### config.mk
export PLATFORM = sky130hd
export DESIGN_NAME = bitonic_merger_top
export DESIGN_NICKNAME = d
export VERILOG_FILES = /design/src/source/merge_pkg.sv /design/src/source/bitonic_merger_top.sv /design/src/source/merge_collector.sv /design/src/source/merge_stage.sv /design/src/source/merge_loader.sv
export SDC_FILE = /design/constraint.sdc
export NUM_CORES = 2
export LEC_CHECK = 0
export BUFFER_PORTS_ARGS = -buffer_cell sky130_fd_sc_hd__buf_2
export CORE_MARGIN = 5
export CORE_UTILIZATION = 26
export DETAILED_ROUTE_END_ITERATION = 12
export GPL_TIMING_DRIVEN = 1
export SYNTH_ARGS = -nofsm -noshare
export SYNTH_HDL_FRONTEND = slang
export SYNTH_SLANG_ARGS = --single-unit
### constraint.sdc
create_clock -name i_clk -period 17.4 [get_ports i_clk]
set_input_delay 3.48 -clock i_clk [delete_from_list [all_inputs] [get_ports i_clk]]
set_output_delay 3.48 -clock i_clk [all_outputs]
set_load 0.05 [all_outputs]
### src/source/merge_pkg.sv
// merge_pkg: element struct, command enum, register index and bus widths.
`default_nettype none

package merge_pkg;

   // element layout.
   localparam int KEY_W = 16;
   localparam int TAG_W = 8;

   // key sits above the tag, so the key lands in bits 23:8 of a bus word.
   typedef struct packed {
      logic [KEY_W-1:0] key;
      logic [TAG_W-1:0] tag;
   } elem_t;

   localparam int ELEM_W = $bits(elem_t);

   // wishbone widths, word addressed.
   localparam int WB_DW = 32;
   localparam int WB_AW = 4;

   // control/status word, same index on both ports.
   // slots use indices 0 to N_ELEMS-1 below it.
   localparam logic [WB_AW-1:0] CTRL_ADDR = 4'd15;

   // commands go in bits 1:0 of a write to CTRL_ADDR.
   typedef enum logic [1:0] {
      CMD_NOP   = 2'd0,
      CMD_START = 2'd1,   // loader only.
      CMD_POP   = 2'd2    // collector only.
   } cmd_e;

endpackage

`default_nettype wire
### src/source/bitonic_merger_top.sv
// bitonic_merger_top: loader, generated merge stages and collector.
`default_nettype none

module bitonic_merger_top #(
   parameter int N_ELEMS = 8
) (
   input  logic                        i_clk,
   input  logic                        i_rst_n,
   // input side port.
   input  logic                        i_wbi_cyc,
   input  logic                        i_wbi_stb,
   input  logic                        i_wbi_we,
   input  logic [merge_pkg::WB_AW-1:0] i_wbi_adr,
   input  logic [merge_pkg::WB_DW-1:0] i_wbi_dat,
   output logic [merge_pkg::WB_DW-1:0] o_wbi_dat,
   output logic                        o_wbi_ack,
   // output side port.
   input  logic                        i_wbo_cyc,
   input  logic                        i_wbo_stb,
   input  logic                        i_wbo_we,
   input  logic [merge_pkg::WB_AW-1:0] i_wbo_adr,
   input  logic [merge_pkg::WB_DW-1:0] i_wbo_dat,
   output logic [merge_pkg::WB_DW-1:0] o_wbo_dat,
   output logic                        o_wbo_ack
);

   localparam int N_STAGES = $clog2(N_ELEMS);

   // index 0 is the loader output, index N_STAGES feeds the collector.
   merge_pkg::elem_t [N_ELEMS-1:0] stg_batch [N_STAGES+1];
   logic [N_STAGES:0]              stg_valid;
   logic                           stall;

   merge_loader #(.N_ELEMS(N_ELEMS)) loader0 (
      .i_clk    (i_clk),
      .i_rst_n  (i_rst_n),
      .i_wb_cyc (i_wbi_cyc),
      .i_wb_stb (i_wbi_stb),
      .i_wb_we  (i_wbi_we),
      .i_wb_adr (i_wbi_adr),
      .i_wb_dat (i_wbi_dat),
      .o_wb_dat (o_wbi_dat),
      .o_wb_ack (o_wbi_ack),
      .i_stall  (stall),
      .o_batch  (stg_batch[0]),
      .o_valid  (stg_valid[0])
   );

   for (genvar k = 0; k < N_STAGES; k++) begin : g_stage
      merge_stage #(.N_ELEMS(N_ELEMS), .STAGE(k)) stage (
         .i_clk   (i_clk),
         .i_rst_n (i_rst_n),
         .i_stall (stall),
         .i_batch (stg_batch[k]),
         .i_valid (stg_valid[k]),
         .o_batch (stg_batch[k+1]),
         .o_valid (stg_valid[k+1])
      );
   end

   merge_collector #(.N_ELEMS(N_ELEMS)) collector0 (
      .i_clk    (i_clk),
      .i_rst_n  (i_rst_n),
      .i_batch  (stg_batch[N_STAGES]),
      .i_valid  (stg_valid[N_STAGES]),
      .i_wb_cyc (i_wbo_cyc),
      .i_wb_stb (i_wbo_stb),
      .i_wb_we  (i_wbo_we),
      .i_wb_adr (i_wbo_adr),
      .i_wb_dat (i_wbo_dat),
      .o_wb_dat (o_wbo_dat),
      .o_wb_ack (o_wbo_ack),
      .o_stall  (stall)
   );

endmodule

`default_nettype wire

### src/source/merge_collector.sv
// merge_collector: result buffer, full flag and stall, output side wishbone slave.
`default_nettype none

module merge_collector #(
   parameter int N_ELEMS = 8
) (
   input  logic                                  i_clk,
   input  logic                                  i_rst_n,
   input  merge_pkg::elem_t [N_ELEMS-1:0]        i_batch,
   input  logic                                  i_valid,
   input  logic                                  i_wb_cyc,
   input  logic                                  i_wb_stb,
   input  logic                                  i_wb_we,
   input  logic [merge_pkg::WB_AW-1:0]           i_wb_adr,
   input  logic [merge_pkg::WB_DW-1:0]           i_wb_dat,
   output logic [merge_pkg::WB_DW-1:0]           o_wb_dat,
   output logic                                  o_wb_ack,
   output logic                                  o_stall
);

   merge_pkg::elem_t [N_ELEMS-1:0] result;
   merge_pkg::cmd_e                cmd;
   logic                           wb_req;
   logic                           is_ctrl;
   logic                           is_slot;
   logic                           capture;
   logic                           pop_req;
   logic                           full;

   assign wb_req  = i_wb_cyc & i_wb_stb & ~o_wb_ack;
   assign is_ctrl = (i_wb_adr == merge_pkg::CTRL_ADDR);
   assign is_slot = !is_ctrl && (i_wb_adr < N_ELEMS);
   assign cmd     = merge_pkg::cmd_e'(i_wb_dat[1:0]);
   assign pop_req = wb_req & i_wb_we & is_ctrl & (cmd == merge_pkg::CMD_POP);

   // pipeline is frozen while full, so a batch waits at the last stage.
   assign capture = i_valid & ~full;

   // single result buffer, so full is the stall.
   assign o_stall = full;

   always_ff @(posedge i_clk or negedge i_rst_n) begin
      if (!i_rst_n) begin
         o_wb_ack <= 1'b0;
         full     <= 1'b0;
      end else begin
         o_wb_ack <= wb_req;
         if (capture) begin
            full <= 1'b1;
         end else if (pop_req) begin
            full <= 1'b0;   // stall drops on the next cycle.
         end
      end
   end

   // result buffer and read data.
   always_ff @(posedge i_clk) begin
      if (capture) begin
         result <= i_batch;
      end
      if (wb_req && !i_wb_we) begin
         if (is_ctrl) begin
            o_wb_dat <= {{(merge_pkg::WB_DW-1){1'b0}}, full};
         end else if (is_slot) begin
            o_wb_dat <= {{(merge_pkg::WB_DW-merge_pkg::ELEM_W){1'b0}}, result[i_wb_adr]};
         end else begin
            o_wb_dat <= '0;
         end
      end
   end

endmodule

`default_nettype wire

### src/source/merge_stage.sv
// one stallable compare-exchange level of the bitonic merge.
`default_nettype none

module merge_stage #(
   parameter int N_ELEMS = 8,
   parameter int STAGE   = 0
) (
   input  logic                           i_clk,
   input  logic                           i_rst_n,
   input  logic                           i_stall,
   input  merge_pkg::elem_t [N_ELEMS-1:0] i_batch,
   input  logic                           i_valid,
   output merge_pkg::elem_t [N_ELEMS-1:0] o_batch,
   output logic                           o_valid
);

   // pair distance halves with each stage.
   localparam int DIST = N_ELEMS >> (STAGE + 1);

   // partner index is lo xor mask.
   // stage 0 mirrors (N-1-lo), later stages step by DIST inside 2*DIST blocks.
   localparam int PAIR_MASK = (STAGE == 0) ? (N_ELEMS - 1) : DIST;

   merge_pkg::elem_t [N_ELEMS-1:0] nxt_batch;

   // compare-exchange network for this level.
   always_comb begin
      nxt_batch = i_batch;
      for (int lo = 0; lo < N_ELEMS; lo++) begin
         // lower member of each pair has the DIST bit clear.
         if ((lo & DIST) == 0) begin
            // strict compare so equal keys stay put.
            if (i_batch[lo].key > i_batch[lo ^ PAIR_MASK].key) begin
               nxt_batch[lo]             = i_batch[lo ^ PAIR_MASK];
               nxt_batch[lo ^ PAIR_MASK] = i_batch[lo];
            end
         end
      end
   end

   // valid bit travels with the data.
   always_ff @(posedge i_clk or negedge i_rst_n) begin
      if (!i_rst_n) begin
         o_valid <= 1'b0;
      end else if (!i_stall) begin
         o_valid <= i_valid;
      end
   end

   always_ff @(posedge i_clk) begin
      if (!i_stall) o_batch <= nxt_batch;   // frozen under stall.
   end

endmodule

`default_nettype wire

### src/source/merge_loader.sv
// merge_loader: input side wishbone slave, element slots and batch launch.
`default_nettype none

module merge_loader #(
   parameter int N_ELEMS = 8
) (
   input  logic                                  i_clk,
   input  logic                                  i_rst_n,
   input  logic                                  i_wb_cyc,
   input  logic                                  i_wb_stb,
   input  logic                                  i_wb_we,
   input  logic [merge_pkg::WB_AW-1:0]           i_wb_adr,
   input  logic [merge_pkg::WB_DW-1:0]           i_wb_dat,
   output logic [merge_pkg::WB_DW-1:0]           o_wb_dat,
   output logic                                  o_wb_ack,
   input  logic                                  i_stall,
   output merge_pkg::elem_t [N_ELEMS-1:0]        o_batch,
   output logic                                  o_valid
);

   merge_pkg::elem_t [N_ELEMS-1:0] slots;
   merge_pkg::cmd_e                cmd;
   logic                           wb_req;
   logic                           is_ctrl;
   logic                           is_slot;
   logic                           start_req;
   logic                           launch;
   logic                           pending;

   // new request only, the held cycle after ack is not a second access.
   assign wb_req    = i_wb_cyc & i_wb_stb & ~o_wb_ack;
   // ctrl word wins over the top slot when N_ELEMS is 16.
   assign is_ctrl   = (i_wb_adr == merge_pkg::CTRL_ADDR);
   assign is_slot   = !is_ctrl && (i_wb_adr < N_ELEMS);
   assign cmd       = merge_pkg::cmd_e'(i_wb_dat[1:0]);
   assign start_req = wb_req & i_wb_we & is_ctrl & (cmd == merge_pkg::CMD_START);
   assign launch    = pending & ~i_stall;

   // ack, pending flag and launch valid.
   always_ff @(posedge i_clk or negedge i_rst_n) begin
      if (!i_rst_n) begin
         o_wb_ack <= 1'b0;
         pending  <= 1'b0;
         o_valid  <= 1'b0;
      end else begin
         o_wb_ack <= wb_req;
         if (pending) begin
            if (!i_stall) pending <= 1'b0;   // a second start is dropped.
         end else if (start_req) begin
            pending <= 1'b1;
         end
         // valid holds under stall like every stage register.
         if (!i_stall) o_valid <= pending;
      end
   end

   // slots, launched batch and read data.
   always_ff @(posedge i_clk) begin
      if (wb_req && i_wb_we && is_slot && !pending) begin
         slots[i_wb_adr] <= merge_pkg::elem_t'(i_wb_dat[merge_pkg::ELEM_W-1:0]);
      end
      if (launch) begin
         o_batch <= slots;
      end
      if (wb_req && !i_wb_we) begin
         if (is_ctrl) begin
            o_wb_dat <= {{(merge_pkg::WB_DW-1){1'b0}}, pending};
         end else if (is_slot) begin
            o_wb_dat <= {{(merge_pkg::WB_DW-merge_pkg::ELEM_W){1'b0}}, slots[i_wb_adr]};
         end else begin
            o_wb_dat <= '0;
         end
      end
   end

endmodule

`default_nettype wire

# --- Word level (Yosys, flattened, before mapping) ---
# Index checks and enable logic that the tools add are counted.
totals:
  reg_bits: 1224
  in_bits: 80
  out_inout_bits: 66
  elab_cells: 199
classes:
  n_lt_le_gt_ge: 17
  n_eq_ne: 4
  n_mux: 35
  n_bitwise: 17
  n_reduce_logical: 16
ops:
  columns: ["operator", "n"]
  rows:
  - ["two-way mux 24 bit", 17]
  - ["two-way mux 48 bit", 5]
  - ["bitwise mux 192 bit", 1]
  - ["> comparator 16 bit", 12]
  - ["binary-select mux 24 bit (select 3 bit)", 2]
  - ["demux 24 bit (select 3 bit)", 1]
  - ["< comparator 4 bit, second input constant", 4]
  - ["AND 1 bit", 12]
  - ["two-way mux 1 bit", 9]
  - ["== test 4 bit, second input constant", 2]
  - ["logical AND 1 bit", 8]
  - ["logical NOT 1 bit", 5]
  - ["NOT 1 bit", 5]
  - ["greater-or-equal comparator 4 x 1 -> 1 bit, second input constant", 1]
  - ["OR reduction 2 bit", 2]
  - ["== test 2 x 1 -> 1 bit, second input constant", 1]
  - ["== test 2 bit, second input constant", 1]
  - ["nonzero test 2 bit", 1]

# --- Depth between registers and ports, before layout ---
logic_depth:
  depth_word: 7
  mapped_depth: 10
  ltp_nobuf: 7

# --- Cells and area by module ---
# From an unflattened synthesis, not the netlist that was laid out.
unflattened:
  cells_unflattened: 4743
  hier_area_um2: 60782.0
modules_own_cells:
  columns: ["mod", "instances", "cells_per_inst", "area_per_inst_um2", "seq_area_each_um2"]
  rows:
  - ["merge_stage (g_stage[0].stage)", 1, 1547, 14348.8, 5790.6]
  - ["merge_loader", 1, 662, 14117.3, 12326.8]
  - ["merge_stage (g_stage[1].stage)", 1, 1091, 12052.8, 5790.6]
  - ["merge_stage (g_stage[2].stage)", 1, 1091, 12050.3, 5790.6]
  - ["merge_collector", 1, 352, 8212.9, 6536.3]

# --- Least setup slack after synthesis ---
# OpenSTA, ideal clock, no wires.
synth_path:
  path_type: "register to register"
  start: "register collector0.full, in the netlist collector0.o_stall"
  end: "register collector0.o_wb_dat[0] in the netlist's numbering (data pin)"
  setup_time_ns: 0.714
  t_arrival_ns: 12.329
  t_required_ns: 16.686
  path_slack_ns: 4.357
  path_stages_with_launch: 4
  path_buffers: 1
  period_less_slack_ns: 13.043
  cell_sequence: "dfrtp_1 -> clkbuf_1 -> inv_1 -> o22ai_1"
synth_via:
  elab_chain_cells: 1
synth_lines:
  columns: ["element", "line", "rtl"]
  rows:
  - ["from (decl)", "merge_collector.sv:28", "logic full;"]
  - ["from (signal assigned)", "merge_collector.sv:45", "full <= 1'b0;"]
  - ["from (signal assigned)", "merge_collector.sv:49", "full <= 1'b1;"]
  - ["from (signal assigned)", "merge_collector.sv:51", "full <= 1'b0;"]
  - ["two-way mux 1 bit", "merge_collector.sv:62", "if (is_ctrl) begin"]
  - ["to (signal assigned)", "merge_collector.sv:63", "o_wb_dat <= {{(merge_pkg::WB_DW-1){1'b0}}, full};"]
  - ["to (signal assigned)", "merge_collector.sv:65", "o_wb_dat <= {{(merge_pkg::WB_DW-merge_pkg::ELEM_W){1'b0}}, result[i_wb_adr]};"]
  - ["to (decl)", "merge_collector.sv:16", "output logic [merge_pkg::WB_DW-1:0] o_wb_dat,"]
# No other way between the ends.
# A chain may end at the register's enable or synchronous reset.

# --- Worst setup path in the final report ---
layout_path:
  start: "input port i_wbo_adr[0] in the netlist's numbering"
  end: "register collector0.o_wb_dat[0] in the netlist's numbering (data pin)"
layout_via:
  elab_chain_cells: 5
  word_cells_on_any_way: 8
  classes_between: "order compare: 1; eq/ne: 1; mux: 4; reduce/logical: 2"
layout_lines:
  columns: ["element", "line", "rtl"]
  rows:
  - ["from (decl)", "bitonic_merger_top.sv:21", "input logic [merge_pkg::WB_AW-1:0] i_wbo_adr,"]
  - ["branches (longest 4 deep; another with < comparator 4 bit)", null, null]
  - ["two-way mux 1 bit (*)", "merge_collector.sv:62", null]
# Every way passes the cells marked *. The select of a mux whose other input is x is not followed.

==> flow_metrics.tcl <==
set metrics [dict create \
    status "finished clean" \
    htreeDepth 4 \
    post-cts-setup-buffer-count 0 \
    post_route_cells_drive_above_1_share_pct 26.2 \
    placeableCoreArea_um2 217000 \
    area_growth_pct 13.6 \
    worstSetupStartpointType "input port" \
    power.density_nw_per_um2 104 \
    clock_tree.root_cell "clkbuf_16" \
    floorplan.die.height_um 476 \
    first_global_vias 32100 \
    antenna_violations_before_repair 18 \
    maxClockFrequency_mhz 190 \
    setup_violations 0 \
    synth_common_cells "edfxtp_1, mux2_2, clkbuf_1" \
    placed_cells 6410 \
    kind_of_cell_adding_the_most_delay_to_the_critical_path "multiplexers" \
    final-max-slew-violation-count 0 \
    worst_ir_drop_vdd_mv 0.0754 \
    cts_tree "done" \
    ctsResizeCount 0 \
    critical_path.cell_chain "buf_4 > buf_4 > mux4_2 > mux2i_1 > o22ai_1" \
    cts_hold_buffers 0 \
    postSynthAreaPerCell_um2 15.3 \
    drt_pass1_iterations 6 \
    relSlewSlack_pct 25.7 \
    synthCells 3691 \
    fin_area_um2 64300 \
    fin_skew_ns 0.0339 \
    critical_path_peak_fanout 34 \
    synth-seq-area-share_pct 64.1 \
    synth.top_cells.by_area "edfxtp_1, mux2_2, ha_1, mux4_2, o311ai_0" \
    final_util_pct 29.7 \
    synth_top_cell_area_share_pct 63.7 \
    dp_slack_ns 11.30 \
    first_pass_grt_wire_length_um 225000 \
    drcViolationCount 0 \
    mappedNetlistArea_um2 56600 \
    slowest_stage "buf_4" \
    drt_first_iter_violations 3791 \
    synth_most_common_cell "edfxtp_1" \
    critPathCaptureType "flip-flop" \
    hold_violations 0 \
    synth_flop_cell "edfxtp_1" \
    detail_route.wirelength_um 154000 \
    grt_start_max_net_pins 104 \
    clockBufferDepth 3 \
    timing_worst_setup_path_type "input port to flip-flop" \
    synth_edf_count 1200 \
    synth.distinct_cells 53 \
    dpl_cell_area_um2 60100 \
    yosys.area.top_type "edfxtp_1" \
    cp_slowest_stage_delay_ns 0.69 \
    clock_insertion_delay_worst_skew_ns 0.78 \
    rsz0062_at_grt "no" \
    ioPinCount 146 \
    cp_num_buf_inv 2 \
    synthArstFlopShare_pct 0.662 \
    gp_congestion 0.880 \
    drv_cap 0 \
    tritoncts.num_buffers 133 \
    groute.usage.overall_pct 13.1 \
    port_bufs 91 \
    ant_nets 0 \
    routed_via_count_divided_by_cell_count 5.10 \
    clkSinkCount 1208 \
    timing.final.crit_period_ns 5.27 \
    synth_warnings 0 \
    register_bit_total_from_synthesis 1208 \
    cp_data_arrival_time_ns 5.76 \
    initial_core_util_pct 26.1 \
    hold_path_class "flip-flop to flip-flop" \
    detailroute.via_count 33900 \
    overflow 0 \
    wl_per_cell_um 23.1 \
    required_ns 17.89 \
    setup_tns_ns 0 \
    fin_cells 6643 \
    design.die.area_um2 227000 \
    timing.critical_path.mode_cell "buf_4" \
    worstMarginPinSlew_ns 1.11 \
    clock_pin_transition_on_the_worst_setup_and_hold_timing_paths_ns 0.05 \
    final_nets 3963 \
    power_leakage_nw 20.8 \
    timing.final.ws_setup_ns 12.13 \
    detailed_place_hpwl_um 109000 \
    floorplan.die.width_um 476 \
    placement_rows 171 \
    nFillCells 21200 \
    min_period_over_period_pct 30.3 \
]
## sequential cells by signal, summed over array words and instances, names as in the netlist
name and flops:
loader0.o_wb_dat 24, collector0.o_wb_ack 1, collector0.o_stall 1, g_stage.stage.o_valid 3, loader0.o_wb_ack 1, loader0.pending 1
g_stage.stage.o_batch 576, loader0.o_valid 1, collector0.o_wb_dat 24, collector0.result 192, loader0.o_batch 192, loader0.slots 192
## cell type report
class,instances,area [um2],area share [%]
flip-flops and latches,1208,36200,56.4
multi-input cells,1964,18400,28.6
well taps,2854,3570,5.56
clock buffers,171,3510,5.46
repair buffers,172,1070,1.66
inverters,212,803,1.25
clock inverters,60,664,1.03
diodes,2,5.00,0.00779
## worst reg2reg max path, stage by stage, from the launching register on
cell and delay (ns):
dfrtp_1 0.36, buf_4 0.22, inv_8 0.53, buf_4 0.95
buf_4 0.80, buf_4 0.84
## placed cells by master, fill, tap and decap left out, drive strengths merged, types with 160 or more instances in the layout
cell type	Yosys	layout
inv	212	219
o211ai	170	170
mux2	339	339
o311ai	240	240
buf	99	172
ha	192	192
edfxtp	1200	1200
nand3	169	169
clkbuf	223	171
or4b	160	160
## where the power goes
group | total, W | internal, W | leakage, nW | switching (W)
registers | 0.00342 | 0.00334 | 11.0 | 0.0000773
clock network | 0.00267 | 0.00151 | 2.01 | 0.00117
logic | 0.000559 | 0.000213 | 7.81 | 0.000346
## path summary, 6_finish.rpt
path,start,end,slack (ns),cells after the start
worst max-delay path,i_wbo_adr[0],collector0.o_wb_dat[0],12.13,5
worst min-delay path,g_stage[2].stage.o_batch[64],collector0.result[64],0.41,0
worst max register to register,collector0.o_stall,g_stage[1].stage.o_batch[89],13.28,5
worst min register to register,g_stage[2].stage.o_batch[64],collector0.result[64],0.41,0
max in group asynchronous,i_rst_n,loader0.o_wb_ack,14.42,1
min in group asynchronous,i_rst_n,loader0.o_valid,2.66,1
## metal layers
| metal | vias to the layer above | global-route usage (%) | wire length (um) |
|---|---|---|---|
| met2 | 1547 | 18.6 | 64700 |
| met4 | 8 | 4.64 | 5440 |
| li1 | 15100 | - | - |
| met5 | - | 0 | 46 |
| met3 | 212 | 2.46 | 11600 |
| met1 | 17000 | 19.8 | 71800 |
## kinds of logic after synthesis
family,count (synthesis),synth area share [%]
AOI/OAI and AO/OA,633,8.72
and+or+nand+nor,640,7.50
buffers and inverters,534,3.91
other,1,0.00663
muxes,483,11.5
DFF,1208,64.1
adders and majority gates,192,4.25
## stage by stage
| stage | total power [W] | hold WS [ns] |
|---|---|---|
| finish | 0.00665 | 0.413 |
| global route | 0.00689 | 0.417 |
| CTS | 0.00671 | 0.407 |
| detailed placement | 0.00403 | 0.405 |
| global placement | 0.00402 | 0.402 |
| floorplan | 0.00388 | 0.400 |
Note: power is estimated with default switching activity, not from simulation.
